**src/hdl/cu_pkg.sv**
```systemverilog
package cu_pkg;

	//////////////////////////////////////////////////
	// sizes
	//////////////////////////////////////////////////
	localparam int EDGE_SIZE             = 4;    // bytes per element
	localparam int CACHELINE_SIZE        = 64;   // bytes per line
	localparam int CACHELINE_EDGE_NUM    = CACHELINE_SIZE / EDGE_SIZE;
	localparam int EDGE_COUNT_BITS       = 16;
	localparam int ADDR_BITS             = 32;
	localparam int EDGE_FIFO_DEPTH       = 32;
	localparam int EDGE_FIFO_ALFULL_FREE = 4;    // free entries left when alfull rises
	localparam int EDGE_FIFO_PTR_BITS    = $clog2(EDGE_FIFO_DEPTH);

	localparam int EDGE_BITS        = EDGE_SIZE * 8;
	localparam int CACHELINE_BITS   = CACHELINE_SIZE * 8;
	localparam int EDGE_SHIFT       = $clog2(EDGE_SIZE);        // byte offset to element index
	localparam int LINE_OFFSET_BITS = $clog2(CACHELINE_SIZE);
	localparam int CL_IDX_BITS      = $clog2(CACHELINE_EDGE_NUM);
	localparam int CL_SIZE_BITS     = CL_IDX_BITS + 1;          // holds 0..16

	localparam logic [7:0] CU_ID = 8'd1;

	// which of the three edge arrays
	typedef enum logic [1:0] {
		ARRAY_SRC    = 2'd0,
		ARRAY_DEST   = 2'd1,
		ARRAY_WEIGHT = 2'd2
	} array_sel_t;

	//////////////////////////////////////////////////
	// job and descriptor structs
	//////////////////////////////////////////////////
	typedef struct packed {
		logic                       valid;
		logic [EDGE_COUNT_BITS-1:0] id;
		logic [EDGE_COUNT_BITS-1:0] inverse_edges_idx;   // first edge of the vertex
		logic [EDGE_COUNT_BITS-1:0] inverse_out_degree;
	} vertex_job_t;

	typedef struct packed {
		logic                 valid;
		logic [ADDR_BITS-1:0] src_base;
		logic [ADDR_BITS-1:0] dest_base;
		logic [ADDR_BITS-1:0] weight_base;
	} wed_t;

	typedef struct packed {
		logic                       valid;
		logic [EDGE_COUNT_BITS-1:0] id;
		logic [EDGE_BITS-1:0]       src;
		logic [EDGE_BITS-1:0]       dest;
		logic [EDGE_BITS-1:0]       weight;
	} edge_job_t;

	//////////////////////////////////////////////////
	// memory side
	//////////////////////////////////////////////////
	typedef struct packed {
		logic                    valid;
		array_sel_t              array;
		logic [ADDR_BITS-1:0]    address;            // line aligned
		logic [CL_IDX_BITS-1:0]  cacheline_offset;   // first element in the line
		logic [CL_SIZE_BITS-1:0] real_size;          // elements wanted
		logic [7:0]              cu_id;
	} read_cmd_t;

	typedef struct packed {
		logic                      valid;
		array_sel_t                array;
		logic [CL_IDX_BITS-1:0]    cacheline_offset;
		logic [CL_SIZE_BITS-1:0]   real_size;
		logic [CACHELINE_BITS-1:0] line;     // word k in bits [32k+31:32k]
	} read_resp_t;

	typedef struct packed {
		logic valid;    // head entry present
		logic empty;
		logic full;
		logic alfull;
	} buffer_status_t;

endpackage

```
**src/hdl/sync_fifo.sv**
```systemverilog
module sync_fifo
	import cu_pkg::*;
#(
	parameter type payload_t = logic
) (
	input  logic           clock,
	input  logic           rstn,
	input  logic           push,
	input  payload_t       data_in,
	input  logic           pop,
	output payload_t       data_out,
	output buffer_status_t status
);

	payload_t mem [EDGE_FIFO_DEPTH];

	logic [EDGE_FIFO_PTR_BITS-1:0] wr_ptr;
	logic [EDGE_FIFO_PTR_BITS-1:0] rd_ptr;
	logic [EDGE_FIFO_PTR_BITS:0]   count;
	logic                          fifo_empty;
	logic                          fifo_full;
	logic                          do_push;
	logic                          do_pop;

	assign fifo_empty = (count == '0);
	assign fifo_full  = (count == (EDGE_FIFO_PTR_BITS+1)'(EDGE_FIFO_DEPTH));
	assign do_push    = push && !fifo_full;
	assign do_pop     = pop && !fifo_empty;

	always_ff @(posedge clock) begin
		if (do_push)
			mem[wr_ptr] <= data_in;
	end

	always_ff @(posedge clock or negedge rstn) begin
		if (!rstn) begin
			wr_ptr <= '0;
			rd_ptr <= '0;
			count  <= '0;
		end else begin
			if (do_push)
				wr_ptr <= wr_ptr + 1'b1;    // depth is a power of two
			if (do_pop)
				rd_ptr <= rd_ptr + 1'b1;
			case ({do_push, do_pop})
				2'b10:   count <= count + 1'b1;
				2'b01:   count <= count - 1'b1;
				default: ;
			endcase
		end
	end

	// show-ahead head, zero while empty
	assign data_out = fifo_empty ? payload_t'('0) : mem[rd_ptr];

	always_comb begin
		status.valid  = !fifo_empty;
		status.empty  = fifo_empty;
		status.full   = fifo_full;
		status.alfull = (count >= (EDGE_FIFO_PTR_BITS+1)'(EDGE_FIFO_DEPTH - EDGE_FIFO_ALFULL_FREE));
	end

endmodule

```
**config.mk**
```make
export PLATFORM = sky130hd
export DESIGN_NAME = sync_fifo
export DESIGN_NICKNAME = d
export VERILOG_FILES = /design/src/hdl/cu_pkg.sv /design/src/hdl/sync_fifo.sv
export SDC_FILE = /design/constraint.sdc
export NUM_CORES = 1
export LEC_CHECK = 0
export BUFFER_PORTS_ARGS = -buffer_cell sky130_fd_sc_hd__buf_2
export CAP_MARGIN = 20
export CORE_AREA = 2 2 77 79
export DETAILED_ROUTE_END_ITERATION = 12
export DIE_AREA = 0 0 79 81
export PLACE_DENSITY = 0.64
export SLEW_MARGIN = 10
export SYNTH_ARGS = -nofsm -noshare
export SYNTH_HDL_FRONTEND = slang
export SYNTH_SLANG_ARGS = --single-unit
```
**constraint.sdc**
```tcl
create_clock -name clock -period 4.1 [get_ports clock]
set_clock_uncertainty 0.05 [all_clocks]
set_input_delay 0.41 -clock clock [delete_from_list [all_inputs] [get_ports clock]]
set_output_delay 0.41 -clock clock [all_outputs]
set_load 0.005 [all_outputs]
```
# After elaboration in Yosys (flattened, before gate mapping)
# Memory sizes are Yosys's and may differ from the RTL's.
# Index checks and enable logic that the tools add are counted.
[word_totals]
regBits = 16
ramBits = 32
inputBits = 5
out_inout_bits = 5
memories = 1
[mem_list]
columns = ["memory", "depth", "word_bits", "rd", "rd_clocked_by_memory_dff", "write_ports", "line", "rtl"]
rows = [
  ["mem", 32, 1, 1, 0, 1, "sync_fifo.sv:15", "payload_t mem [EDGE_FIFO_DEPTH];"],
]
[op_classes]
n_addsub = 4
order_cmp = 1
n_eq_ne = 3
muxes = 4
reduce_logical = 6
[op_table]
columns = ["operator", "count"]
rows = [
  ["$pmux W6 S2", 1],
  ["$add A5 B1 Y5 const B", 2],
  ["$add A6 B1 Y6 const B", 1],
  ["$eq A6 B6 Y1 const B", 1],
  ["$ge A6 B5 Y1 const B", 1],
  ["$logic_not A6 Y1", 1],
  ["$sub A6 B1 Y6 const B", 1],
  ["$mux W1", 3],
  ["$eq A2 B1 Y1 const B", 1],
  ["$eq A2 B2 Y1 const B", 1],
  ["$logic_and A1 B1 Y1", 2],
  ["$logic_not A1 Y1", 2],
  ["$reduce_bool A2 Y1", 1],
]

# Depth between registers and ports, before layout
[depth]
depth_word = 5
ltp_mapped = 9

# Worst setup path after synthesis
# Ideal clock, no wire load.
[synth_path]
kind = "reg-to-reg"
from = "register count[0]"
to = "register count[5]"
setup_time_ns = 0.081
arrival_time_ns = 2.516
t_required_ns = 3.969
path_slack_ns = 1.453
stages_incl_launch_ff = 9
path_buffers = 0
period_less_slack_ns = 2.647
path_cell_list = "dfrtp_1 > nor4_4 > a31oi_1 > ha_1 > ha_1 > nand2_1 > o21a_1 > o311ai_0 > xnor2_1"
[synth_between]
elab_chain_cells = 5
word_cells_on_any_way = 12
[synth_rtl]
columns = ["element", "line", "rtl"]
rows = [
  ["from (decl)", "sync_fifo.sv:19", "logic [EDGE_FIFO_PTR_BITS:0] count;"],
  ["from (signal assigned)", "sync_fifo.sv:46", "2'b10: count <= count + 1'b1;"],
  ["from (signal assigned)", "sync_fifo.sv:47", "2'b01: count <= count - 1'b1;"],
  ["$logic_not A6 Y1 (*)", "sync_fifo.sv:25", "assign fifo_empty = (count == '0);"],
  ["$logic_not A1 Y1 (*)", "sync_fifo.sv:28", "assign do_pop = pop && !fifo_empty;"],
  ["$logic_and A1 B1 Y1 (*)", "sync_fifo.sv:28", ""],
  ["via do_pop", "sync_fifo.sv:23", "logic do_pop;"],
  ["$eq A2 B1 Y1 / $eq A2 B2 Y1 (equally long branches)", "sync_fifo.sv:45", "case ({do_push, do_pop})"],
  ["$pmux W6 S2 / $reduce_bool A2 Y1 (equally long branches)", "--", ""],
]
# Mark *: on every way through the listed nets, which the timed path passes. The rest lies on a longest branch.
# A chain may end at the register's enable or synchronous reset.

# Worst setup path in the final report
# Ends and elaborated chain as after synthesis.

==> results.cfg <==
[run_status]
outcome = completed

[route]
dr.pass1.iters = 4
initialDrtViolationCount = 68
drt_wl_total_mm = 4.14
ant_nets = 0
dr_total_vias = 1429
drcViolationCount = 0
viasPerCell = 5.14
avgRoutedWirePerCell_um = 14.9

[floorplan]
ios = 10
initial_utilization_pct = 43.1
dieArea_um2 = 6400
die_w_um = 79
rows = 28
die_y_um = 81
core_um2 = 5680

[yosys]
syn_area_um2 = 2440
synthArstFlopShare_pct = 33.3
synth_edf_count = 32
ys_ff_latch = 48
yosysWarnings = 0
synthCells = 196
syn_area_per_cell_um2 = 12.5
seq_area_frac_synth_pct = 55.7
synth_nets = 212
yosysUniqueCellTypes = 43
synth-main-ff-cell = edfxtp_1

[sta]
max_slew_margin_pct = 62.3
period_needed_ns = 2.99
tns_ns = 0
max_freq_mhz = 335
worst_slack_ns = 1.11
finalMaxSlewViolations = 0
worstMarginPinSlew_ns = 0.563
setup_viol = 0
hold_viol = 0
rsz0062_at_grt = false
finalCritPeriodShare_pct = 72.8

[cts]
clkTransAtPathRegs_ns = 0.09
clock_latency_ns = 0.30
numCtsBuffers = 5
post_cts_buffers = 0
htree_levels = 2
cts-root-buf = clkbuf_8
cts_max_path_buffers = 2
cts_tree = done
cts.sinks = 48
postCtsResizedCells = 0

[final_layout]
fin_area_um2 = 2640
syn2layout_area_growth_pct = 8.19
final_cell_mix = 36 x nor2_1, 32 x edfxtp_1, 17 x nand2_1
multi_input_area_um2 = 988
seqCellArea_um2 = 1360
fillerInstances = 533
layout.nets = 218
diodes = 0
layout-drive-gt1-share_pct = 12.3
mostFrequentLayoutCell = nor2_1

[grt]
grt_max_degree = 33
grt_usage_pct = 14.1
antenna_found_initial = 0
grt_pass1_vias = 1423
grt_pass1_wl_mm = 6.79
grt_overflow_total = 0

[place]
gp_congestion = 0.807
port_buffers = 9
dp_hpwl_mm = 2.95
placed_cell_area_um2 = 2520
dp_slack_ns = 1.11

[critical_path]
crit_path_max_fanout = 10
r2r_setup_slack_ns = 1.11
reg2regPathDepth = 8
crit_required_ns = 4.27
path_class = reg -> reg
crit_arrival_ns = 3.15
regToRegEndpoint = count[5]
endpoint_kind = flop
start_kind = flop
worstReg2RegStart = count[0]

[min_path]
hold_class = reg -> reg
hold_start = rd_ptr[4]
worstHoldEndpoint = rd_ptr[4]
hold_depth = 1

[run]
maxCapViolCount = 0

[power]
p_leak_nw = 0.987
power_density_nw_per_um2 = 662
irDropWorstVdd_v = 0.000249
-- state kept, by name, summed over array words and instances, names as in the netlist --
signal	flops
count	6
mem	32
rd_ptr	5
wr_ptr	5
-- cell type report --
| type | count | area share (%) |
|---|---|---|
| Clock inverter | 3 | 1.61 |
| Multi-Input combinational cell | 128 | 37.4 |
| Sequential cell | 48 | 51.5 |
| Tap cell | 75 | 3.55 |
| Inverter | 9 | 1.28 |
| Timing Repair Buffer | 10 | 2.08 |
| Clock buffer | 5 | 2.60 |
-- cells by family after synthesis --
| logic type | synth area share [%] |
|---|---|
| simple gates | 13.8 |
| mux | 10.1 |
| flops | 55.7 |
| xor+xnor | 3.94 |
| fa+ha+maj | 5.94 |
| buf+inv | 3.84 |
| compound gates | 6.66 |
-- layer usage --
metal,track usage [%],share of wire [%]
met1,16.8,45
met2,25.3,52
met3,3.00,1.4
met4,5.17,1.6
met5,0,0
-- worst max-delay path by stage --
stage,slack [ns],end,startpoint
2_1_floorplan,1.45,count[5],count[0]
3_3_place_gp,1.27,count[5],count[0]
3_5_place_dp,1.11,count[5],count[0]
4_1_cts,1.09,count[5],count[0]
5_1_grt,0.85,count[5],count[0]
6_report,1.11,count[5],count[0]
-- cells in the mapped netlist, types with 2 or more instances --
| master | count | area (um^2) |
|---|---|---|
| edfxtp_1 | 32 | 961 |
| clkbuf_1 | 3 | 11.3 |
| mux4_1 | 6 | 158 |
| buf_1 | 2 | 7.51 |
| ha_1 | 10 | 125 |
| a21oi_1 | 3 | 15.0 |
| nand3_1 | 3 | 15.0 |
| nor3b_1 | 2 | 15.0 |
| o21ai_0 | 6 | 30.0 |
| buf_2 | 3 | 15.0 |
| inv_1 | 9 | 33.8 |
| nand2b_1 | 2 | 12.5 |
| a21o_1 | 2 | 15.0 |
| nor4b_1 | 2 | 17.5 |
| dfrtp_1 | 16 | 400 |
| xnor2_1 | 9 | 78.8 |
| mux4_2 | 2 | 45.0 |
| nand4_1 | 3 | 18.8 |
| mux2_2 | 3 | 33.8 |
| nand3b_1 | 2 | 15.0 |
| buf_4 | 2 | 15.0 |
| nand2_1 | 17 | 63.8 |
| xor2_1 | 2 | 17.5 |
| nor2_1 | 36 | 135 |
-- critical path: stages (launching register included) --
cell      delay, ns
dfrtp_1        0.47
nor4_4         0.40
a31oi_1        0.28
ha_1           0.39
ha_1           0.41
nand2_1        0.10
o21a_1         0.20
o311ai_0       0.44
xnor2_1        0.17
-- timing repair --
| action | 4_1_cts | 5_1_grt |
|---|---|---|
| hold buffers | 1 | 0 |
| endpoints found under the hold margin | 16 | 0 |
| setup endpoints to repair | 0 | 0 |
-- per-stage QoR --
step / total power (W) / util (%) / instances / hold slack (ns)
6_report: 0.00175 / 46.6 / 278 / 0.487
5_1_grt: 0.00188 / 46.6 / 278 / 0.522
4_1_cts: 0.00177 / 46.6 / 278 / 0.494
3_5_place_dp: 0.00144 / 44.4 / 269 / 0.309
3_3_place_gp: 0.00142 / 44.4 / 269 / 0.300
2_1_floorplan: 0.00128 / - / 196 / 0.0644
-- report_power, final --
| part | switching, W | internal (W) | total (W) |
|---|---|---|---|
| combinational | 0.000307 | 0.000307 | 0.000613 |
| clock | 0.000156 | 0.000181 | 0.000337 |
| sequential | 0.000179 | 0.000620 | 0.000799 |
| total | 0.000642 | 0.00111 | 0.00175 |
No activity file was read; power rests on OpenSTA's default activity.
