## src/hdl/cu_pkg.sv

```systemverilog
package cu_pkg;

	//////////////////////////////////////////////////
	// sizes
	//////////////////////////////////////////////////
	localparam int EDGE_SIZE             = 4;    // bytes per element
	localparam int CACHELINE_SIZE        = 64;   // bytes per line
	localparam int CACHELINE_EDGE_NUM    = CACHELINE_SIZE / EDGE_SIZE;
	localparam int EDGE_COUNT_BITS       = 16;
	localparam int ADDR_BITS             = 32;
	localparam int EDGE_FIFO_DEPTH       = 32;
	localparam int EDGE_FIFO_ALFULL_FREE = 4;    // free entries left when alfull rises
	localparam int EDGE_FIFO_PTR_BITS    = $clog2(EDGE_FIFO_DEPTH);

	localparam int EDGE_BITS        = EDGE_SIZE * 8;
	localparam int CACHELINE_BITS   = CACHELINE_SIZE * 8;
	localparam int EDGE_SHIFT       = $clog2(EDGE_SIZE);        // byte offset to element index
	localparam int LINE_OFFSET_BITS = $clog2(CACHELINE_SIZE);
	localparam int CL_IDX_BITS      = $clog2(CACHELINE_EDGE_NUM);
	localparam int CL_SIZE_BITS     = CL_IDX_BITS + 1;          // holds 0..16

	localparam logic [7:0] CU_ID = 8'd1;

	// which of the three edge arrays
	typedef enum logic [1:0] {
		ARRAY_SRC    = 2'd0,
		ARRAY_DEST   = 2'd1,
		ARRAY_WEIGHT = 2'd2
	} array_sel_t;

	//////////////////////////////////////////////////
	// job and descriptor structs
	//////////////////////////////////////////////////
	typedef struct packed {
		logic                       valid;
		logic [EDGE_COUNT_BITS-1:0] id;
		logic [EDGE_COUNT_BITS-1:0] inverse_edges_idx;   // first edge of the vertex
		logic [EDGE_COUNT_BITS-1:0] inverse_out_degree;
	} vertex_job_t;

	typedef struct packed {
		logic                 valid;
		logic [ADDR_BITS-1:0] src_base;
		logic [ADDR_BITS-1:0] dest_base;
		logic [ADDR_BITS-1:0] weight_base;
	} wed_t;

	typedef struct packed {
		logic                       valid;
		logic [EDGE_COUNT_BITS-1:0] id;
		logic [EDGE_BITS-1:0]       src;
		logic [EDGE_BITS-1:0]       dest;
		logic [EDGE_BITS-1:0]       weight;
	} edge_job_t;

	//////////////////////////////////////////////////
	// memory side
	//////////////////////////////////////////////////
	typedef struct packed {
		logic                    valid;
		array_sel_t              array;
		logic [ADDR_BITS-1:0]    address;            // line aligned
		logic [CL_IDX_BITS-1:0]  cacheline_offset;   // first element in the line
		logic [CL_SIZE_BITS-1:0] real_size;          // elements wanted
		logic [7:0]              cu_id;
	} read_cmd_t;

	typedef struct packed {
		logic                      valid;
		array_sel_t                array;
		logic [CL_IDX_BITS-1:0]    cacheline_offset;
		logic [CL_SIZE_BITS-1:0]   real_size;
		logic [CACHELINE_BITS-1:0] line;     // word k in bits [32k+31:32k]
	} read_resp_t;

	typedef struct packed {
		logic valid;    // head entry present
		logic empty;
		logic full;
		logic alfull;
	} buffer_status_t;

endpackage

```

## src/hdl/cacheline_stream.sv

```systemverilog
module cacheline_stream
	import cu_pkg::*;
(
	input  logic                 clock,
	input  logic                 rstn,
	input  array_sel_t           array,
	input  read_resp_t           read_resp_in,
	input  logic                 shift,
	output logic [EDGE_BITS-1:0] element,
	output logic                 valid,
	output logic                 empty
);

	logic [CACHELINE_BITS-1:0] line_q;
	logic [CL_IDX_BITS-1:0]    idx_q;      // current element in the line
	logic [CL_SIZE_BITS-1:0]   count_q;    // elements still to hand out
	logic                      capture;

	// only responses tagged with this array
	assign capture = read_resp_in.valid && (read_resp_in.array == array);

	//////////////////////////////////////////////////
	// line storage
	//////////////////////////////////////////////////
	always_ff @(posedge clock) begin
		if (capture)
			line_q <= read_resp_in.line;
	end

	always_ff @(posedge clock or negedge rstn) begin
		if (!rstn) begin
			idx_q   <= '0;
			count_q <= '0;
		end else if (capture) begin
			idx_q   <= read_resp_in.cacheline_offset;
			count_q <= read_resp_in.real_size;
		end else if (shift && valid) begin
			idx_q   <= idx_q + 1'b1;
			count_q <= count_q - 1'b1;
		end
	end

	//////////////////////////////////////////////////
	// element out
	//////////////////////////////////////////////////
	assign valid   = |count_q;
	assign element = line_q[int'(idx_q) * EDGE_BITS +: EDGE_BITS];

	// a line landing this cycle still counts as busy
	assign empty = !valid && !capture;

endmodule

```

## config.mk

```make
export PLATFORM = sky130hd
export DESIGN_NAME = cacheline_stream
export DESIGN_NICKNAME = d
export VERILOG_FILES = /design/src/hdl/cu_pkg.sv /design/src/hdl/cacheline_stream.sv
export SDC_FILE = /design/constraint.sdc
export NUM_CORES = 1
export LEC_CHECK = 0
export BUFFER_PORTS_ARGS = -buffer_cell sky130_fd_sc_hd__buf_2
export CORE_AREA = 2 2 221 223
export DETAILED_ROUTE_END_ITERATION = 7
export DIE_AREA = 0 0 223 225
export PLACE_DENSITY_LB_ADDON = 0.2
export SLEW_MARGIN = 40
export SYNTH_ARGS = -nofsm -noshare
export SYNTH_HDL_FRONTEND = slang
export SYNTH_SLANG_ARGS = --single-unit
```

## constraint.sdc

```tcl
create_clock -name clock -period 39 [get_ports clock]
set_input_delay 5.85 -clock clock [delete_from_list [all_inputs] [get_ports clock]]
set_output_delay 5.85 -clock clock [all_outputs]
set_load 0.05 [all_outputs]
```

# Yosys cells after proc, flatten, opt, wreduce, memory -nomap -nowiden

Cells that the tools add are included.
Widths: inputs -> output; s select.

Register bits: 521
Latch bits: 0
Bits in writable memories: 0
Bits in read-only memories: 0
Bits of input ports: 529
Output and inout port bits: 34
Logic and storage cells: 18
Memories: 0

$add $sub $neg: 2
$mul: 0
Div/mod/pow operators: 0
Order comparisons: 0
Equal/unequal tests: 1
Shifts and indexed selects: 1
Mux-type cells: 4
Bitwise logic cells: 0
Reduce and logical (&&, ||, !) cells: 7

Operator list:

| cell                | count |
|---|---|
| $shiftx 512x10->32  | 1 |
| $mux 5              | 2 |
| $mux 4              | 2 |
| $reduce_or 5->1     | 1 |
| $sub 5x1->5 const B | 1 |
| $add 4x1->4 const B | 1 |
| $logic_and 1x1->1   | 3 |
| $eq 2x2->1          | 1 |
| $logic_not 1->1     | 2 |
| $reduce_bool 2->1   | 1 |

# Logic depth before layout (Yosys ltp)

Gate-level depths: netlist of the first run.

Depth after elaboration: 4
Depth in mapped cells: 7
Depth with buffers taken out: 6

# Worst setup path after synthesis of the first run

OpenSTA, ideal clock, no wires.

Kind: input-to-output
Start point: in array[1]
End point: out empty
Data arrival time: 19651 ps
Required time: 33150 ps
Path slack: 13499 ps
Cell stages on the path: 5
Buffers on the path: 1
Cells stage by stage: xor2_1 or3_1 buf_2 inv_1 nor2_1

Cells in the longest elaborated chain, start to end: 4

Ends and longest elaborated chain:

| what              | line                   | RTL |
|---|---|---|
| from (decl)       | cacheline_stream.sv:6  | `input array_sel_t array,` |
| $eq 2x2->1        | cacheline_stream.sv:20 | `assign capture = read_resp_in.valid && (read_resp_in.array == array);` |
| $logic_and 1x1->1 | cacheline_stream.sv:20 |  |
| via capture       | cacheline_stream.sv:17 | `logic capture;` |
| $logic_not 1->1   | cacheline_stream.sv:50 | `assign empty = !valid && !capture;` |
| $logic_and 1x1->1 | cacheline_stream.sv:50 |  |
| to (decl)         | cacheline_stream.sv:11 | `output logic empty` |

The timed path passes the listed nets, and every way through them passes these cells.

# Final worst setup path of the first run

Ends and elaborated chain as after synthesis.

==> metrics.md, run 1 <==
| Metric | Value |
|---|---|
| CTS H-tree depth | 2 |
| P per Cell Area | 67.6 nW/um^2 |
| Initial drt markers | 726 |
| Drt first pass iters | 5 |
| Tmin final | 13.68 ns |
| Final setup skew | 0.00410 ns |
| Worst EP required | 33.15 ns |
| Setup tns final | 0 ns |
| Slew @ Worst Pin | 0.811 ns |
| Final nets | 1965 |
| P_sw | 553 uW |
| Fin. Hold Viols | 0 |
| Switching part of the total power | 32.7% |
| Post-synthesis xor/xnor area fraction | 0.0890% |
| All-Layer GR Usage | 20.2% |
| Via count | 10936 |
| Max Fclk | 73.1 MHz |
| DRC | 0 |
| First-pass GRT wire length | 73400 um |
| Logic pwr share | 30.3% |
| Die width | 223 um |
| Clock buffer depth | 3 |
| Critical path arrival | 7.83 ns |
| Synth Register Bits | 521 |
| Row cnt | 80 |
| Clock root cell | clkbuf_16 |
| Asr flop ratio synth | 1.73% |
| Final design utilization | 52.5% |
| Fin. max-slew vios | 0 |
| VDD IR-drop max | 53.0 uV |
| Internal | 1.14 mW |
| Synth area leader | edfxtp_1 |
| Number of synthesized flops with an enable pin | 512 |
| Largest family of logic cells by synthesized area | multiplexers |
| Post-synthesis adder-cell area fraction | 0.127% |
| Largest net degree at the start of global routing | 155 |
| Flop pwr share | 40.7% |
| Largest cells by area after synthesis | edfxtp_1, mux4_2, a22oi_1, dfrtp_1, nand2_1 |
| Kind of critical path | primary input to primary output |
| RSZ-0062 raised after global routing | false |
| Worst hold path type | register to register |
| CP Max Fanout | 131 |
| Status | finished, final reports clean |
| Cts repair resizes | 0 |
| Die Area | 50200 um^2 |
| Synth Area per Inst | 23.3 um^2 |
| Predominant post-synthesis flop cell | edfxtp_1 |
| Fin area | 25000 um^2 |
| Max Cap Viol | 0 |
| Synth warnings | 0 |
| Worst slew margin | 46.0% |
| PortBufs | 562 |
| Compound-gate portion of the synthesized area | 2.99% |
| Pre-CTS WS | 25.35 ns |
| Num CTS Buffers | 54 |
| Core area | 47500 um^2 |
| Critical path launch point type | primary input |
| Cell with the most instances after synthesis | edfxtp_1 |
| Worst setup EP type | primary output |
| Period utilization | 35.1% |
| Initial Util | 41.4% |
| Clk Latency, worst-skew pair | 0.59 ns |
| Post-detailed-route wirelength per cell | 24.3 um |
| Placer Congestion | 0.827 |
| Area Growth Syn to Fin | 26.9% |
| Top cell types by occurrence after synthesis | edfxtp_1, mux4_2, a22oi_1, nand2_1, clkbuf_1 |
| FF+latch area | 15600 um^2 |
| Leak | 9.15 nW |
| Drt total wl | 51200 um |
| Worst Slack Setup Final | 25.32 ns |
| TritonCTS clock tree | yes |
| Area of the multi-input gates | 3830 um^2 |
| Net Count, Synth | 1377 |
| Cell count after synthesis | 846 |
| Final number of setup-violating endpoints | 0 |
| Post-synthesis simple-gate area fraction | 1.33% |
| Top-area cell type share of the netlist area | 78.1% |
| Grt ovf | 0 |
| Clk slew on worst S/H paths | 0.06 ns |
| IO Count | 563 |
| # clock sinks | 521 |
| Die Ht | 225 um |
| Total chip power | 1.69 mW |
| FILL cells | 3799 |
| Post-placement cell area | 23200 um^2 |
| Hold_buf cts | 0 |
| Clock network fraction of total power | 28.9% |
| Post-synthesis mux area share | 14.8% |
| Syn Std Cell Area | 19700 um^2 |
| DP HPWL | 36100 um |
| Number of global-route vias before repair | 11542 |
| Initial antenna violation count | 37 |
| Antenna viol nets, final | 0 |
| Seq/Total Area, Yosys | 79.2% |
| Post-DR vias/cell | 5.19 |
| Post-CTS repair timing setup buffer count | 0 |
| Yosys cell types | 33 |
| Share of cells above drive strength 1 | 53.4% |
[critical path, cell delays in order]
cell	delay, ns
buf_2	0.11
xor2_1	0.48
or3_1	0.54
inv_12	0.32
nor2_1	0.18
buf_2	0.27
[cell families (layout without fill, tap and decap cells)]
group,after synthesis,count (layout)
compound gates,81,81
xor+xnor,2,2
fa+ha+maj,2,2
buf+inv,53,682
flops,521,521
mux,131,131
other cells,0,19
simple gates,56,56
[cell type report]
class,instances,area share [%]
clock inverters,24,0.836
well taps,615,3.08
flip-flops and latches,521,62.5
diodes,19,0.190
repair buffers,579,12.1
inverters,6,0.140
clock buffers,73,5.81
multi-input cells,272,15.3
[cell usage in the layout, fill, tap and decap left out, types with 2 or more instances in the layout]
master	Yosys	routed
a22oi_1	64	64
a31oi_1	6	6
buf_12	0	4
buf_2	8	562
buf_4	2	7
buf_6	8	5
bufinv_16	0	3
clkbuf_1	20	16
clkbuf_16	0	54
clkbuf_8	0	3
clkinv_1	0	9
clkinv_2	0	7
dfrtp_1	9	7
dfrtp_4	0	2
diode_2	0	19
edfxtp_1	512	512
ha_1	2	2
inv_1	5	4
inv_6	0	2
mux2_1	2	2
mux4_2	128	128
nand2_1	35	35
nand3_1	2	2
nor2b_4	0	2
nor4_1	6	6
o21ai_0	6	6
or3_1	5	5
xor2_1	2	2
[path summary, 6_finish.rpt]
check                      slack [ns]  depth (start not counted)    endpoint       start
hold reg to reg                  0.58                          2  count_q[1]  count_q[1]
setup / recovery                25.32                          6       empty    array[1]
max in group asynchronous       33.67                          1    idx_q[0]        rstn
setup reg to reg                36.77                          5    idx_q[3]    idx_q[0]
hold / removal                   0.58                          2  count_q[1]  count_q[1]
min in group asynchronous        5.11                          1  count_q[1]        rstn
[flip-flops by register name, indices dropped and copies added, names as in the netlist]
name,flops
line_q,512
idx_q,4
count_q,5
[metal layers]
| layer | global-route usage, % | vias up | routed length, um |
|---|---|---|---|
| met4 | 7.40 | 30 | 1420 |
| li1 | - | 4835 | - |
| met3 | 6.94 | 116 | 4580 |
| met5 | 0 | - | 182 |
| met2 | 33.8 | 452 | 25600 |
| met1 | 24.6 | 5503 | 19400 |
[through the flow]
| step | hold WS [ns] | cells |
|---|---|---|
| after floorplan | 0.522 | 846 |
| after global placement | 0.569 | 1989 |
| after detailed placement | 0.570 | 1992 |
| after CTS | 0.584 | 2089 |
| after global routing | 0.625 | 2103 |
| final | 0.580 | 2109 |
[power by group through the flow]
stage	Clock, mW	Sequential, mW	Combinational (mW)
2_1_floorplan	0	0.701	0.372
3_3_place_gp	0	0.705	0.506
3_5_place_dp	0	0.700	0.522
4_1_cts	0.502	0.688	0.523
5_1_grt	0.521	0.693	0.548
6_report	0.489	0.688	0.513
No activity file was read; power rests on OpenSTA's default activity.
==> run 2: changes to the inputs <==
--- a/config.mk
+++ b/config.mk
@@ -6,9 +6,9 @@
 export NUM_CORES = 1
 export LEC_CHECK = 0
 export BUFFER_PORTS_ARGS = -buffer_cell sky130_fd_sc_hd__buf_2
-export CORE_AREA = 2 2 221 223
+export CORE_AREA = 2 2 216 218
 export DETAILED_ROUTE_END_ITERATION = 7
-export DIE_AREA = 0 0 223 225
+export DIE_AREA = 0 0 218 220
 export PLACE_DENSITY_LB_ADDON = 0.2
 export SLEW_MARGIN = 40
 export SYNTH_ARGS = -nofsm -noshare
==> constraint.sdc (replaced) <==
create_clock -name clock -period 13.9 [get_ports clock]
set_input_delay 2.085 -clock clock [delete_from_list [all_inputs] [get_ports clock]]
set_output_delay 2.085 -clock clock [all_outputs]
set_load 0.05 [all_outputs]
==> run 2 against run 1 <==
  * Wire length decreased by 1.1%
  * Clock power increased to 2.8 times the previous value
  * Clock skew shrank 0.0022 ns
  * Highest routed layer unchanged
  * Register-to-register slack worse by 25 ns
  * Critical endpoint unchanged
  * Via count up 0.87%
==> metrics.md, run 2 (synthesis gave the netlist of run 1 again) <==
| Metric | Value |
|---|---|
| Tmin final | 6.10 ns |
| P per Cell Area | 189 nW/um^2 |
| Post-placement cell area | 23200 um^2 |
| Placer Congestion | 0.825 |
| Status | finished, final reports clean |
| FILL cells | 3673 |
| Post-CTS repair timing setup buffer count | 0 |
| Max Cap Viol | 0 |
| TritonCTS clock tree | yes |
| Pre-CTS WS | 7.72 ns |
| Die Ht | 220 um |
| Post-detailed-route wirelength per cell | 24.1 um |
| Number of global-route vias before repair | 11367 |
| Drt total wl | 50600 um |
| Slew @ Worst Pin | 0.825 ns |
| Worst Slack Setup Final | 7.80 ns |
| FF-to-FF Start | idx_q[0] |
| Clk Latency, worst-skew pair | 0.59 ns |
| CP cell instances | buf_2 -> xor2_1 -> or3_1 -> clkinvlp_4 -> nor2_1 -> buf_2 |
| Die Area | 48000 um^2 |
| Initial antenna violation count | 36 |
| Max incr delay on CP | 0.46 ns |
| Drt first pass iters | 5 |
| DP HPWL | 35400 um |
| Clock root cell | clkbuf_16 |
| Worst EP required | 11.81 ns |
| Hold Startpoint | count_q[1] |
| Worst hold path type | register to register |
| Worst path most repeated cell | buf_2 |
| Grt ovf | 0 |
| Leak | 9.14 nW |
| Kind of critical path | primary input to primary output |
| PortBufs | 562 |
| Max FFs per register | 512 |
| WP buf/inv | 3 |
| Delay-heaviest family, CP | buffers and inverters |
| Clock buffer depth | 3 |
| Max Fclk | 164 MHz |
| Largest net degree at the start of global routing | 99 |
| Commonest non-fill, non-tap cell in the layout | buf_2 |
| Final nets | 1965 |
| CTS H-tree depth | 2 |
| Hold Slack | 0.599 ns |
| Num CTS Buffers | 54 |
| Clk slew on worst S/H paths | 0.06 ns |
| Fin. max-slew vios | 0 |
| DRC | 0 |
| Post-DR vias/cell | 5.25 |
| Period utilization | 43.9% |
| Largest regs | line_q: 512 flops, count_q: 5 flops, idx_q: 4 flops |
| VDD IR-drop max | 175 uV |
| Core area | 45900 um^2 |
| Fin area | 25000 um^2 |
| Critical path arrival | 4.01 ns |
| Share of cells above drive strength 1 | 53.2% |
| Crit path from | array[1] |
| Antenna viol nets, final | 0 |
| CP Max Fanout | 18 |
| Area Growth Syn to Fin | 26.8% |
| Hold_buf cts | 0 |
| Worst setup EP type | primary output |
| Cts repair resizes | 0 |
| Fin. Hold Viols | 0 |
| Final number of setup-violating endpoints | 0 |
| First-pass GRT wire length | 70800 um |
| Final design utilization | 54.4% |
| Critical path launch point type | primary input |
| Setup tns final | 0 ns |
| Die width | 218 um |
| All-Layer GR Usage | 20.6% |
| Biggest register | line_q |
| Final setup skew | 0.00185 ns |
| # clock sinks | 521 |
| RSZ-0062 raised after global routing | false |
| IO Count | 563 |
| Initial Util | 42.9% |
| Slowest CP cell | xor2_1 |
| Initial drt markers | 845 |
| Via count | 11031 |
| Row cnt | 79 |
| Commonest non-fill, non-tap cells in the layout | buf_2, edfxtp_1, mux4_2, a22oi_1, clkbuf_16 |
| Worst slew margin | 45.0% |
==> run 2: cell type report <==
type	count	area, um^2	area share (%)
Multi-Input combinational cell	272	3830	15.4
Inverter	6	26.3	0.105
Clock inverter	32	267	1.07
Clock buffer	67	1420	5.69
Sequential cell	521	15600	62.5
Antenna cell	17	42.5	0.170
Tap cell	607	759	3.04
Timing Repair Buffer	579	3010	12.1
==> run 2: routing by layer <==
layer  wire, um  global-route usage [%]  share of wire [%]  vias to the layer above
met3       5130                    7.36                 10                      111
li1           -                       -                  -                     4836
met5        238                       0               0.47                        -
met1      18200                    24.4                 36                     5546
met2      25900                    34.7                 51                      502
met4       1220                    7.28                2.4                       36
==> run 2: power by group <==
group | leakage [nW] | total [mW] | internal [mW] | switching [mW]
clock | 0.817 | 1.38 | 0.796 | 0.584
sequential | 4.81 | 1.93 | 1.87 | 0.0615
combinational | 3.52 | 1.41 | 0.520 | 0.893
==> run 2: stage by stage <==
stage	cells	power, mW
after detailed placement	1985	3.40
after CTS	2084	4.79
final	2101	4.73
after floorplan	846	3.00
after global routing	2096	4.93
after global placement	1983	3.39
==> run 2: worst paths after layout <==
kind	cells after the start	slack, ns	end
min in group asynchronous	1	1.35	idx_q[0]
hold / removal	2	0.60	count_q[1]
hold reg to reg	2	0.60	count_q[1]
setup reg to reg	5	11.79	idx_q[2]
setup / recovery	6	7.80	empty
max in group asynchronous	1	12.33	idx_q[1]
==> run 2: worst min-delay path: stages, from the launching register on <==
cell	delay [ns]
dfrtp_1	0.38
a21oi_1	0.05
o2bb2ai_1	0.14
