### config.mk
export PLATFORM = sky130hd
export DESIGN_NAME = edge_job_control
export DESIGN_NICKNAME = d
export VERILOG_FILES = /design/src/hdl/cu_pkg.sv /design/src/hdl/edge_job_control.sv
export SDC_FILE = /design/constraint.sdc
export NUM_CORES = 1
export LEC_CHECK = 0
export BUFFER_PORTS_ARGS = -buffer_cell sky130_fd_sc_hd__buf_2
export CAP_MARGIN = 20
export CORE_UTILIZATION = 40
export CTS_BUF_LIST = sky130_fd_sc_hd__clkbuf_16
export CTS_CLUSTER_DIAMETER = 30
export CTS_CLUSTER_SIZE = 14
export DETAILED_ROUTE_END_ITERATION = 8
export GPL_ROUTABILITY_DRIVEN = 0
export PLACE_DENSITY = 0.62
export SKIP_LAST_GASP = 1
export SYNTH_ARGS = -nofsm -noshare
export SYNTH_HDL_FRONTEND = slang
export SYNTH_SLANG_ARGS = --single-unit
export TNS_END_PERCENT = 1
### constraint.sdc
create_clock -name clock -period 4.6 [get_ports clock]
set_clock_uncertainty 0.05 [all_clocks]
set_input_delay 0.46 -clock clock [delete_from_list [all_inputs] [get_ports clock]]
set_output_delay 0.46 -clock clock [all_outputs]
set_load 0.05 [all_outputs]
### src/hdl/cu_pkg.sv
package cu_pkg;

	//////////////////////////////////////////////////
	// sizes
	//////////////////////////////////////////////////
	localparam int EDGE_SIZE             = 4;    // bytes per element
	localparam int CACHELINE_SIZE        = 64;   // bytes per line
	localparam int CACHELINE_EDGE_NUM    = CACHELINE_SIZE / EDGE_SIZE;
	localparam int EDGE_COUNT_BITS       = 16;
	localparam int ADDR_BITS             = 32;
	localparam int EDGE_FIFO_DEPTH       = 32;
	localparam int EDGE_FIFO_ALFULL_FREE = 4;    // free entries left when alfull rises
	localparam int EDGE_FIFO_PTR_BITS    = $clog2(EDGE_FIFO_DEPTH);

	localparam int EDGE_BITS        = EDGE_SIZE * 8;
	localparam int CACHELINE_BITS   = CACHELINE_SIZE * 8;
	localparam int EDGE_SHIFT       = $clog2(EDGE_SIZE);        // byte offset to element index
	localparam int LINE_OFFSET_BITS = $clog2(CACHELINE_SIZE);
	localparam int CL_IDX_BITS      = $clog2(CACHELINE_EDGE_NUM);
	localparam int CL_SIZE_BITS     = CL_IDX_BITS + 1;          // holds 0..16

	localparam logic [7:0] CU_ID = 8'd1;

	// which of the three edge arrays
	typedef enum logic [1:0] {
		ARRAY_SRC    = 2'd0,
		ARRAY_DEST   = 2'd1,
		ARRAY_WEIGHT = 2'd2
	} array_sel_t;

	//////////////////////////////////////////////////
	// job and descriptor structs
	//////////////////////////////////////////////////
	typedef struct packed {
		logic                       valid;
		logic [EDGE_COUNT_BITS-1:0] id;
		logic [EDGE_COUNT_BITS-1:0] inverse_edges_idx;   // first edge of the vertex
		logic [EDGE_COUNT_BITS-1:0] inverse_out_degree;
	} vertex_job_t;

	typedef struct packed {
		logic                 valid;
		logic [ADDR_BITS-1:0] src_base;
		logic [ADDR_BITS-1:0] dest_base;
		logic [ADDR_BITS-1:0] weight_base;
	} wed_t;

	typedef struct packed {
		logic                       valid;
		logic [EDGE_COUNT_BITS-1:0] id;
		logic [EDGE_BITS-1:0]       src;
		logic [EDGE_BITS-1:0]       dest;
		logic [EDGE_BITS-1:0]       weight;
	} edge_job_t;

	//////////////////////////////////////////////////
	// memory side
	//////////////////////////////////////////////////
	typedef struct packed {
		logic                    valid;
		array_sel_t              array;
		logic [ADDR_BITS-1:0]    address;            // line aligned
		logic [CL_IDX_BITS-1:0]  cacheline_offset;   // first element in the line
		logic [CL_SIZE_BITS-1:0] real_size;          // elements wanted
		logic [7:0]              cu_id;
	} read_cmd_t;

	typedef struct packed {
		logic                      valid;
		array_sel_t                array;
		logic [CL_IDX_BITS-1:0]    cacheline_offset;
		logic [CL_SIZE_BITS-1:0]   real_size;
		logic [CACHELINE_BITS-1:0] line;     // word k in bits [32k+31:32k]
	} read_resp_t;

	typedef struct packed {
		logic valid;    // head entry present
		logic empty;
		logic full;
		logic alfull;
	} buffer_status_t;

endpackage

### src/hdl/edge_job_control.sv
module edge_job_control
	import cu_pkg::*;
(
	input  logic           clock,
	input  logic           rstn,
	input  wed_t           wed_in,
	input  vertex_job_t    vertex_job_in,
	input  buffer_status_t read_status,
	input  logic           read_resp_valid,
	input  logic           streams_empty,
	input  logic           edge_alfull,
	output read_cmd_t      read_cmd_out,
	output vertex_job_t    vertex_latched
);

	typedef enum logic [2:0] {
		S_IDLE,
		S_INIT,
		S_WAIT,
		S_SIZE,
		S_SEND_SRC,
		S_SEND_DEST,
		S_SEND_WEIGHT
	} state_t;

	state_t state;
	state_t next_state;

	logic [EDGE_COUNT_BITS-1:0] remaining;      // edges not yet requested
	logic [ADDR_BITS-1:0]       next_offset;    // byte offset of the next group
	logic [ADDR_BITS-1:0]       line_offset;
	logic [CL_IDX_BITS-1:0]     cl_offset;
	logic [CL_SIZE_BITS-1:0]    room;
	logic [CL_SIZE_BITS-1:0]    group_size;
	logic [EDGE_COUNT_BITS-1:0] remaining_after;
	logic [2:0]                 outstanding;    // at most three per group
	logic                       vertex_seen;
	logic                       accept;
	logic                       group_ready;
	logic                       issue;
	logic [ADDR_BITS-1:0]       array_base;
	array_sel_t                 array_next;

	//////////////////////////////////////////////////
	// group geometry
	//////////////////////////////////////////////////
	assign cl_offset   = next_offset[LINE_OFFSET_BITS-1:EDGE_SHIFT];
	assign line_offset = {next_offset[ADDR_BITS-1:LINE_OFFSET_BITS], {LINE_OFFSET_BITS{1'b0}}};
	assign room        = CL_SIZE_BITS'(CACHELINE_EDGE_NUM) - CL_SIZE_BITS'(cl_offset);
	assign group_size  = (remaining < EDGE_COUNT_BITS'(room)) ? CL_SIZE_BITS'(remaining) : room;

	assign remaining_after = remaining - EDGE_COUNT_BITS'(read_cmd_out.real_size);

	// new id only, and only once the last vertex has fully drained
	assign accept = (state == S_IDLE) && vertex_job_in.valid && wed_in.valid &&
		(!vertex_seen || (vertex_job_in.id != vertex_latched.id)) &&
		(outstanding == '0) && streams_empty;

	assign group_ready = (outstanding == '0) && streams_empty && !edge_alfull;

	assign issue = ((state == S_SEND_SRC) || (state == S_SEND_DEST) ||
		(state == S_SEND_WEIGHT)) && !read_status.alfull;

	always_comb begin
		case (state)
			S_SEND_SRC: begin
				array_base = wed_in.src_base;
				array_next = ARRAY_SRC;
			end
			S_SEND_DEST: begin
				array_base = wed_in.dest_base;
				array_next = ARRAY_DEST;
			end
			default: begin
				array_base = wed_in.weight_base;
				array_next = ARRAY_WEIGHT;
			end
		endcase
	end

	//////////////////////////////////////////////////
	// fsm
	//////////////////////////////////////////////////
	always_comb begin
		next_state = state;
		case (state)
			S_IDLE:        if (accept) next_state = S_INIT;
			S_INIT: begin
				if (vertex_latched.inverse_out_degree == '0)
					next_state = S_IDLE;    // nothing to fetch
				else
					next_state = S_WAIT;
			end
			S_WAIT:        if (group_ready) next_state = S_SIZE;
			S_SIZE:        next_state = S_SEND_SRC;
			S_SEND_SRC:    if (issue) next_state = S_SEND_DEST;
			S_SEND_DEST:   if (issue) next_state = S_SEND_WEIGHT;
			S_SEND_WEIGHT: begin
				if (issue)
					next_state = (remaining_after == '0) ? S_IDLE : S_WAIT;
			end
			default:       next_state = S_IDLE;
		endcase
	end

	always_ff @(posedge clock or negedge rstn) begin
		if (!rstn) begin
			state          <= S_IDLE;
			remaining      <= '0;
			next_offset    <= '0;
			vertex_latched <= '0;
			vertex_seen    <= 1'b0;
			read_cmd_out   <= '0;
		end else begin
			state              <= next_state;
			read_cmd_out.valid <= 1'b0;    // one cycle per command
			case (state)
				S_IDLE: begin
					if (accept) begin
						vertex_latched <= vertex_job_in;
						vertex_seen    <= 1'b1;
					end
				end
				S_INIT: begin
					remaining   <= vertex_latched.inverse_out_degree;
					next_offset <= ADDR_BITS'(vertex_latched.inverse_edges_idx) << EDGE_SHIFT;
					if (vertex_latched.inverse_out_degree == '0)
						vertex_latched.valid <= 1'b0;
				end
				S_SIZE: begin
					read_cmd_out.cacheline_offset <= cl_offset;
					read_cmd_out.real_size        <= group_size;
					read_cmd_out.cu_id            <= CU_ID;
				end
				S_SEND_SRC, S_SEND_DEST: begin
					if (issue) begin
						read_cmd_out.valid   <= 1'b1;
						read_cmd_out.array   <= array_next;
						read_cmd_out.address <= array_base + line_offset;
					end
				end
				S_SEND_WEIGHT: begin
					if (issue) begin
						read_cmd_out.valid   <= 1'b1;
						read_cmd_out.array   <= array_next;
						read_cmd_out.address <= array_base + line_offset;
						remaining            <= remaining_after;
						next_offset          <= next_offset +
							(ADDR_BITS'(read_cmd_out.real_size) << EDGE_SHIFT);
						if (remaining_after == '0)
							vertex_latched.valid <= 1'b0;    // last group sent
					end
				end
				default: ;
			endcase
		end
	end

	//////////////////////////////////////////////////
	// outstanding responses
	//////////////////////////////////////////////////
	always_ff @(posedge clock or negedge rstn) begin
		if (!rstn) begin
			outstanding <= '0;
		end else begin
			case ({issue, read_resp_valid})
				2'b10:   outstanding <= outstanding + 3'd1;
				2'b01:   outstanding <= outstanding - 3'd1;
				default: ;    // both or neither
			endcase
		end
	end

endmodule

Word level (Yosys, flattened, before mapping)

Cells that the tools add are included.

$add $sub $neg: 6
Magnitude comparators: 1
Equality and inequality tests: 16
Muxes and demuxes: 23
Reduce and logical (&&, ||, !) cells: 27

Operators with widths:

| operator                                                               | number |
|---|---|
| 32-bit one-hot mux with 2 select lines                                 | 2 |
| 35-bit 2-to-1 mux                                                      | 2 |
| 49-bit 2-to-1 mux                                                      | 1 |
| 32-bit adder                                                           | 1 |
| 32-bit by 7-bit adder with 32-bit output                               | 1 |
| 16-bit zero test                                                       | 2 |
| 32-bit 2-to-1 mux                                                      | 1 |
| 16-bit one-hot mux with 2 select lines                                 | 1 |
| 3-bit one-hot mux with 7 select lines                                  | 1 |
| 16-bit by 5-bit less-than comparator with 1-bit output                 | 1 |
| 16-bit 2-to-1 mux                                                      | 1 |
| 16-bit inequality test                                                 | 1 |
| 16-bit by 5-bit subtractor with 16-bit output                          | 1 |
| 3-bit 2-to-1 mux                                                       | 5 |
| 2-bit inequality test (second input constant)                          | 6 |
| 5-bit AND reduction                                                    | 2 |
| 3-bit equality test (second input constant)                            | 3 |
| 1-bit logical AND                                                      | 8 |
| 3-bit by 2-bit equality test with 1-bit output (second input constant) | 2 |
| 3-bit zero test                                                        | 2 |
| 3-bit one-hot mux with 2 select lines                                  | 1 |
| 2-bit AND reduction                                                    | 3 |
| 5-bit 2-to-1 mux                                                       | 1 |
| 5-bit by 4-bit subtractor with 5-bit output (first input constant)     | 1 |
| 15 further kinds                                                       | 23 |

Bits in registers: 149
Bits of input ports: 155
Output and inout port bits: 101
Logic and storage cells: 88

Depth between registers and ports, before layout

Word-level depth: 8
Gate-level depth with buffers: 16
Depth with buffers taken out: 12

Worst setup path after synthesis

No wires, ideal clock.

Kind: reg2reg
Start point: register state[0]
End point: register read_cmd_out[47] (netlist bit)
Arrival: 3,417 ps
Data required time: 4,419 ps
Setup slack: 1,002 ps
Cell stages (with the launch flop): 15
Path buffers: 3
Path through: dfrtp_1 > buf_2 > buf_2 > buf_1 > mux2i_1 > o21ai_0 > ha_1 > fa_1 > a21o_1 > a221o_1 > a31oi_2 > a221oi_2 > a221oi_2 > xor2_1 > o21ai_1

Longest elaborated chain between the ends: 5
Elaborated cells on any way between the ends: 10
Classes of those cells: 1 x add/sub; 3 x eq/ne; 1 x mux; 5 x reduce/logical

RTL lines:

| element                                              | line                    | text |
|---|---|---|
| start: declaration                                   | edge_job_control.sv:26  | `state_t state;` |
| start signal: assignment                             | edge_job_control.sv:115 | `state <= next_state;` |
| branches (longest 5 deep; another with 32-bit adder) | n/a                     |  |
| end: declaration                                     | edge_job_control.sv:12  | `output read_cmd_t read_cmd_out,` |

Several ways; the timed one is not identified.
A chain may end at the register's enable or synchronous reset.

Worst setup path after layout

Start point: register state[2]
End point: register read_cmd_out[44] (netlist bit)

Same word-level chain as after synthesis.

==> results.py <==
metrics = {
    "run_status": {
        "status": "finished clean",
    },
    "sta": {
        "worstMarginPinSlew_ns": 0.917,
        "rsz0062_at_grt": "no",
        "layout_min_cycle_time_ns": 3.70,
        "final_hold_viol_count": 0,
        "fin_crit_sh_pct": 80.5,
        "relSlewSlack_pct": 38.9,
        "finalSetupViolCount": 0,
        "tns_ns": 0,
        "report.final.slew_viol_count": 0,
        "fmax_ghz": 0.270,
    },
    "detailed_routing": {
        "first_pass_iters": 5,
        "drc": 0,
        "vias_per_cell": 5.21,
        "totalWireLength_um": 24800,
        "top_layer_used": "met4",
        "vias": 8114,
        "drtAntennaViolNets": 0,
        "routedLengthMet1_um": 12000,
        "dr_wl_met3_um": 1300,
        "drtIter0Drc": 483,
        "wire_per_inst_um": 15.9,
        "wl_met2_um": 11100,
    },
    "floorplanning": {
        "coreArea_um2": 22900,
        "die_h_um": 156,
        "rows": 55,
        "start_util_pct": 41.4,
        "die_area_um2": 24300,
        "die_w_um": 156,
        "io_pins": 256,
    },
    "clock_network": {
        "cts_buffers": 17,
        "root_buffer": "clkbuf_16",
        "cts_tree": "built",
        "cts.path.max_buffers": 2,
        "htree_levels": 4,
        "post_cts_resize_count": 0,
        "cts.clk_slew.worst_paths_ns": 0.07,
        "postCtsSetupRepairBufs": 0,
        "cts.sinks": 147,
        "clock_latency_ns": 0.42,
        "postCtsHoldBufs": 0,
    },
    "worst_setup_path": {
        "worstSetupStartpoint": "state[2]",
        "crit_end": "read_cmd_out[44]",
        "cp_max_fo": 35,
        "end_kind": "flop",
        "worstSetupStartpointType": "flop",
        "cp_cell_sequence": "nand2b_2 > buf_4 > o21ai_0 > ha_1 > a21o_1 > or3_1 > o221ai_2 > o21ai_1 > a211o_1 > o211ai_1",
        "slowest_delay_ns": 0.55,
        "crit_family": "compound AO/OA/AOI/OAI gates",
        "r2r-end": "read_cmd_out[44]",
        "required_ns": 4.90,
        "reg2reg_slack_ns": 0.90,
        "crit_cells": 10,
        "path_buf_inv": 1,
        "reg2regPathDepth": 10,
        "cpMaxStageDelayCell": "dfrtp_1",
        "worstSetupPathType": "flop to flop",
        "arrival_ns": 4.00,
        "r2r_start": "state[2]",
    },
    "cells_and_area": {
        "layout.nets": 1430,
        "fillCellCount": 2235,
        "syn2layout_area_growth_pct": 21.9,
        "drive_gt1_share_pct": 30.0,
        "diodes": 0,
        "stdcell_area_um2": 11600,
    },
    "yosys": {
        "synth_largest_area_cell": "dfrtp_1",
        "synth_top_flop_cell": "dfrtp_1",
        "synth_top_area_share_pct": 38.8,
        "ys_ff_latch": 147,
        "synth_area_per_cell_um2": 9.49,
        "ys_warn_count": 0,
        "synth.yosys.seq_area_share_pct": 38.8,
        "yosysUniqueCellTypes": 81,
        "ys_top_cells_by_area": "dfrtp_1, mux2_4, ha_1",
        "synthArstFlopShare_pct": 100,
        "syn_inst": 999,
        "synth-edff-count": 0,
        "synth_area_um2": 9480,
    },
    "global_route": {
        "grt_pass1_wl_um": 39100,
        "grt_max_degree": 87,
        "grtUsageTotal_pct": 20.6,
        "antenna_found_initial": 0,
        "overflow": 0,
        "grt_pass1_vias": 7391,
    },
    "worst_hold_path": {
        "hp-class": "input port to asynchronous set/reset pin",
    },
    "job": {
        "maxCapViolations": 0,
    },
    "power_and_ir_drop": {
        "p_int_mw": 4.16,
        "p_per_area_nw_per_um2": 729,
        "peakVddDrop_v": 0.000361,
        "p_switching_mw": 4.27,
        "share_comb_of_total_power_pct": 56.6,
        "seq_power_share_pct": 27.5,
        "switching_share_pct": 50.6,
        "p_leak_nw": 5.85,
        "clkPwrFrac_pct": 15.8,
    },
    "placement": {
        "hpwl_um": 18700,
        "port_buffers": 245,
        "place_area_um2": 11000,
    },
}
## through the flow
| step | std cells | utilization, % | hold slack (ns) | setup slack (ns) | power, mW |
|---|---|---|---|---|---|
| final | 1556 | 50.4 | 0.0474 | 0.896 | 8.43 |
| after global routing | 1556 | 50.4 | 0.0926 | 0.606 | 9.06 |
| after CTS | 1554 | 50.3 | 0.0723 | 0.905 | 8.48 |
| after detailed placement | 1522 | 47.9 | 0.404 | 0.940 | 7.11 |
| after global placement | 1522 | 47.9 | 0.398 | 0.984 | 7.05 |
| after floorplan | 1005 | - | 0.114 | 1.00 | 5.93 |
## area by class of cell
class | instances | area (µm²) | share of cell area [%]
Multi-Input combinational cell | 767 | 5420 | 46.9
Sequential cell | 147 | 3680 | 31.8
Timing Repair Buffer | 262 | 1390 | 12.0
Clock buffer | 17 | 425 | 3.68
Tap cell | 313 | 392 | 3.39
Inverter | 35 | 131 | 1.14
Clock inverter | 15 | 124 | 1.07
## sequential cells by signal, indices dropped and copies added (netlist names)
signal and cells:
vertex_latched 49, read_cmd_out 45, remaining 16, next_offset 30, state 3, vertex_seen 1, outstanding 3
## kinds of logic (layout without fill, tap and decap cells)
kind of cell | count (synthesis) | in the layout | share of synthesized area, %
other cells | 1 | 7 | 0.0396
simple gates | 300 | 300 | 15.7
xor+xnor | 58 | 58 | 5.36
fa+ha+maj | 45 | 45 | 6.26
buf+inv | 91 | 329 | 4.36
flops | 147 | 147 | 38.8
compound gates | 270 | 270 | 18.1
mux | 87 | 87 | 11.4
## power groups by stage
stage / Sequential (mW) / Clock, mW / Combinational (mW)
after global routing: 2.41 / 1.43 / 5.22
after floorplan: 3.32 / 0 / 2.61
after detailed placement: 2.35 / 0 / 4.77
after global placement: 2.34 / 0 / 4.71
after CTS: 2.33 / 1.37 / 4.78
final: 2.32 / 1.34 / 4.78
## Yosys cell counts (8+ instances only)
library cell / n
nand2b_1: 12
nand3_1: 16
buf_1: 8
a31oi_1: 12
and3_1: 8
o21ai_0: 88
nand2_1: 116
nor2_1: 65
inv_1: 35
nor3_1: 15
a21oi_1: 61
xnor2_1: 24
xor2_1: 34
ha_1: 41
mux2_4: 38
clkbuf_1: 30
mux2_2: 15
mux2i_1: 34
nor4_1: 16
o21a_1: 12
a21o_1: 17
dfrtp_1: 147
## worst min-delay path by stage
stage                           from                end  cells after the start
detailed placement       vertex_seen        vertex_seen                      1
global placement    read_cmd_out[28]   read_cmd_out[28]                      2
finish                          rstn  vertex_latched[2]                      1
CTS                             rstn  vertex_latched[1]                      1
floorplan                       rstn    next_offset[10]                      0
global route                    rstn  vertex_latched[2]                      1
## cells in the final DEF, fill, tap and decap left out, types with 5 or more instances in the layout
| cell | n |
|---|---|
| a22o_1 | 5 |
| a211oi_1 | 7 |
| o22ai_1 | 7 |
| ha_1 | 41 |
| a21o_1 | 17 |
| o211ai_1 | 5 |
| a221o_1 | 6 |
| a32oi_1 | 5 |
| o21a_1 | 12 |
| nor3_1 | 15 |
| mux2_4 | 38 |
| buf_2 | 244 |
| a21oi_1 | 61 |
| xnor2_1 | 24 |
| xor2_1 | 34 |
| nor4_1 | 16 |
| conb_1 | 7 |
| nand4_1 | 7 |
| mux2i_1 | 34 |
| nor2b_1 | 7 |
| clkbuf_16 | 17 |
| nor2_1 | 63 |
| inv_6 | 5 |
| inv_1 | 36 |
| and3_1 | 8 |
| nand2b_1 | 11 |
| nand2_1 | 116 |
| o21ai_0 | 88 |
| mux2_2 | 15 |
| a31oi_1 | 12 |
| buf_4 | 15 |
| nand3_1 | 16 |
| nor2_2 | 5 |
| o21ai_1 | 6 |
| dfrtp_1 | 146 |
## routing by layer
| metal | global-route usage [%] | vias to the layer above |
|---|---|---|
| li1 | - | 4051 |
| met1 | 29.6 | 3789 |
| met2 | 31.4 | 251 |
| met3 | 3.42 | 23 |
| met4 | 6.49 | 0 |
| met5 | 0 | - |
No activity file was read; power rests on OpenSTA's default activity.
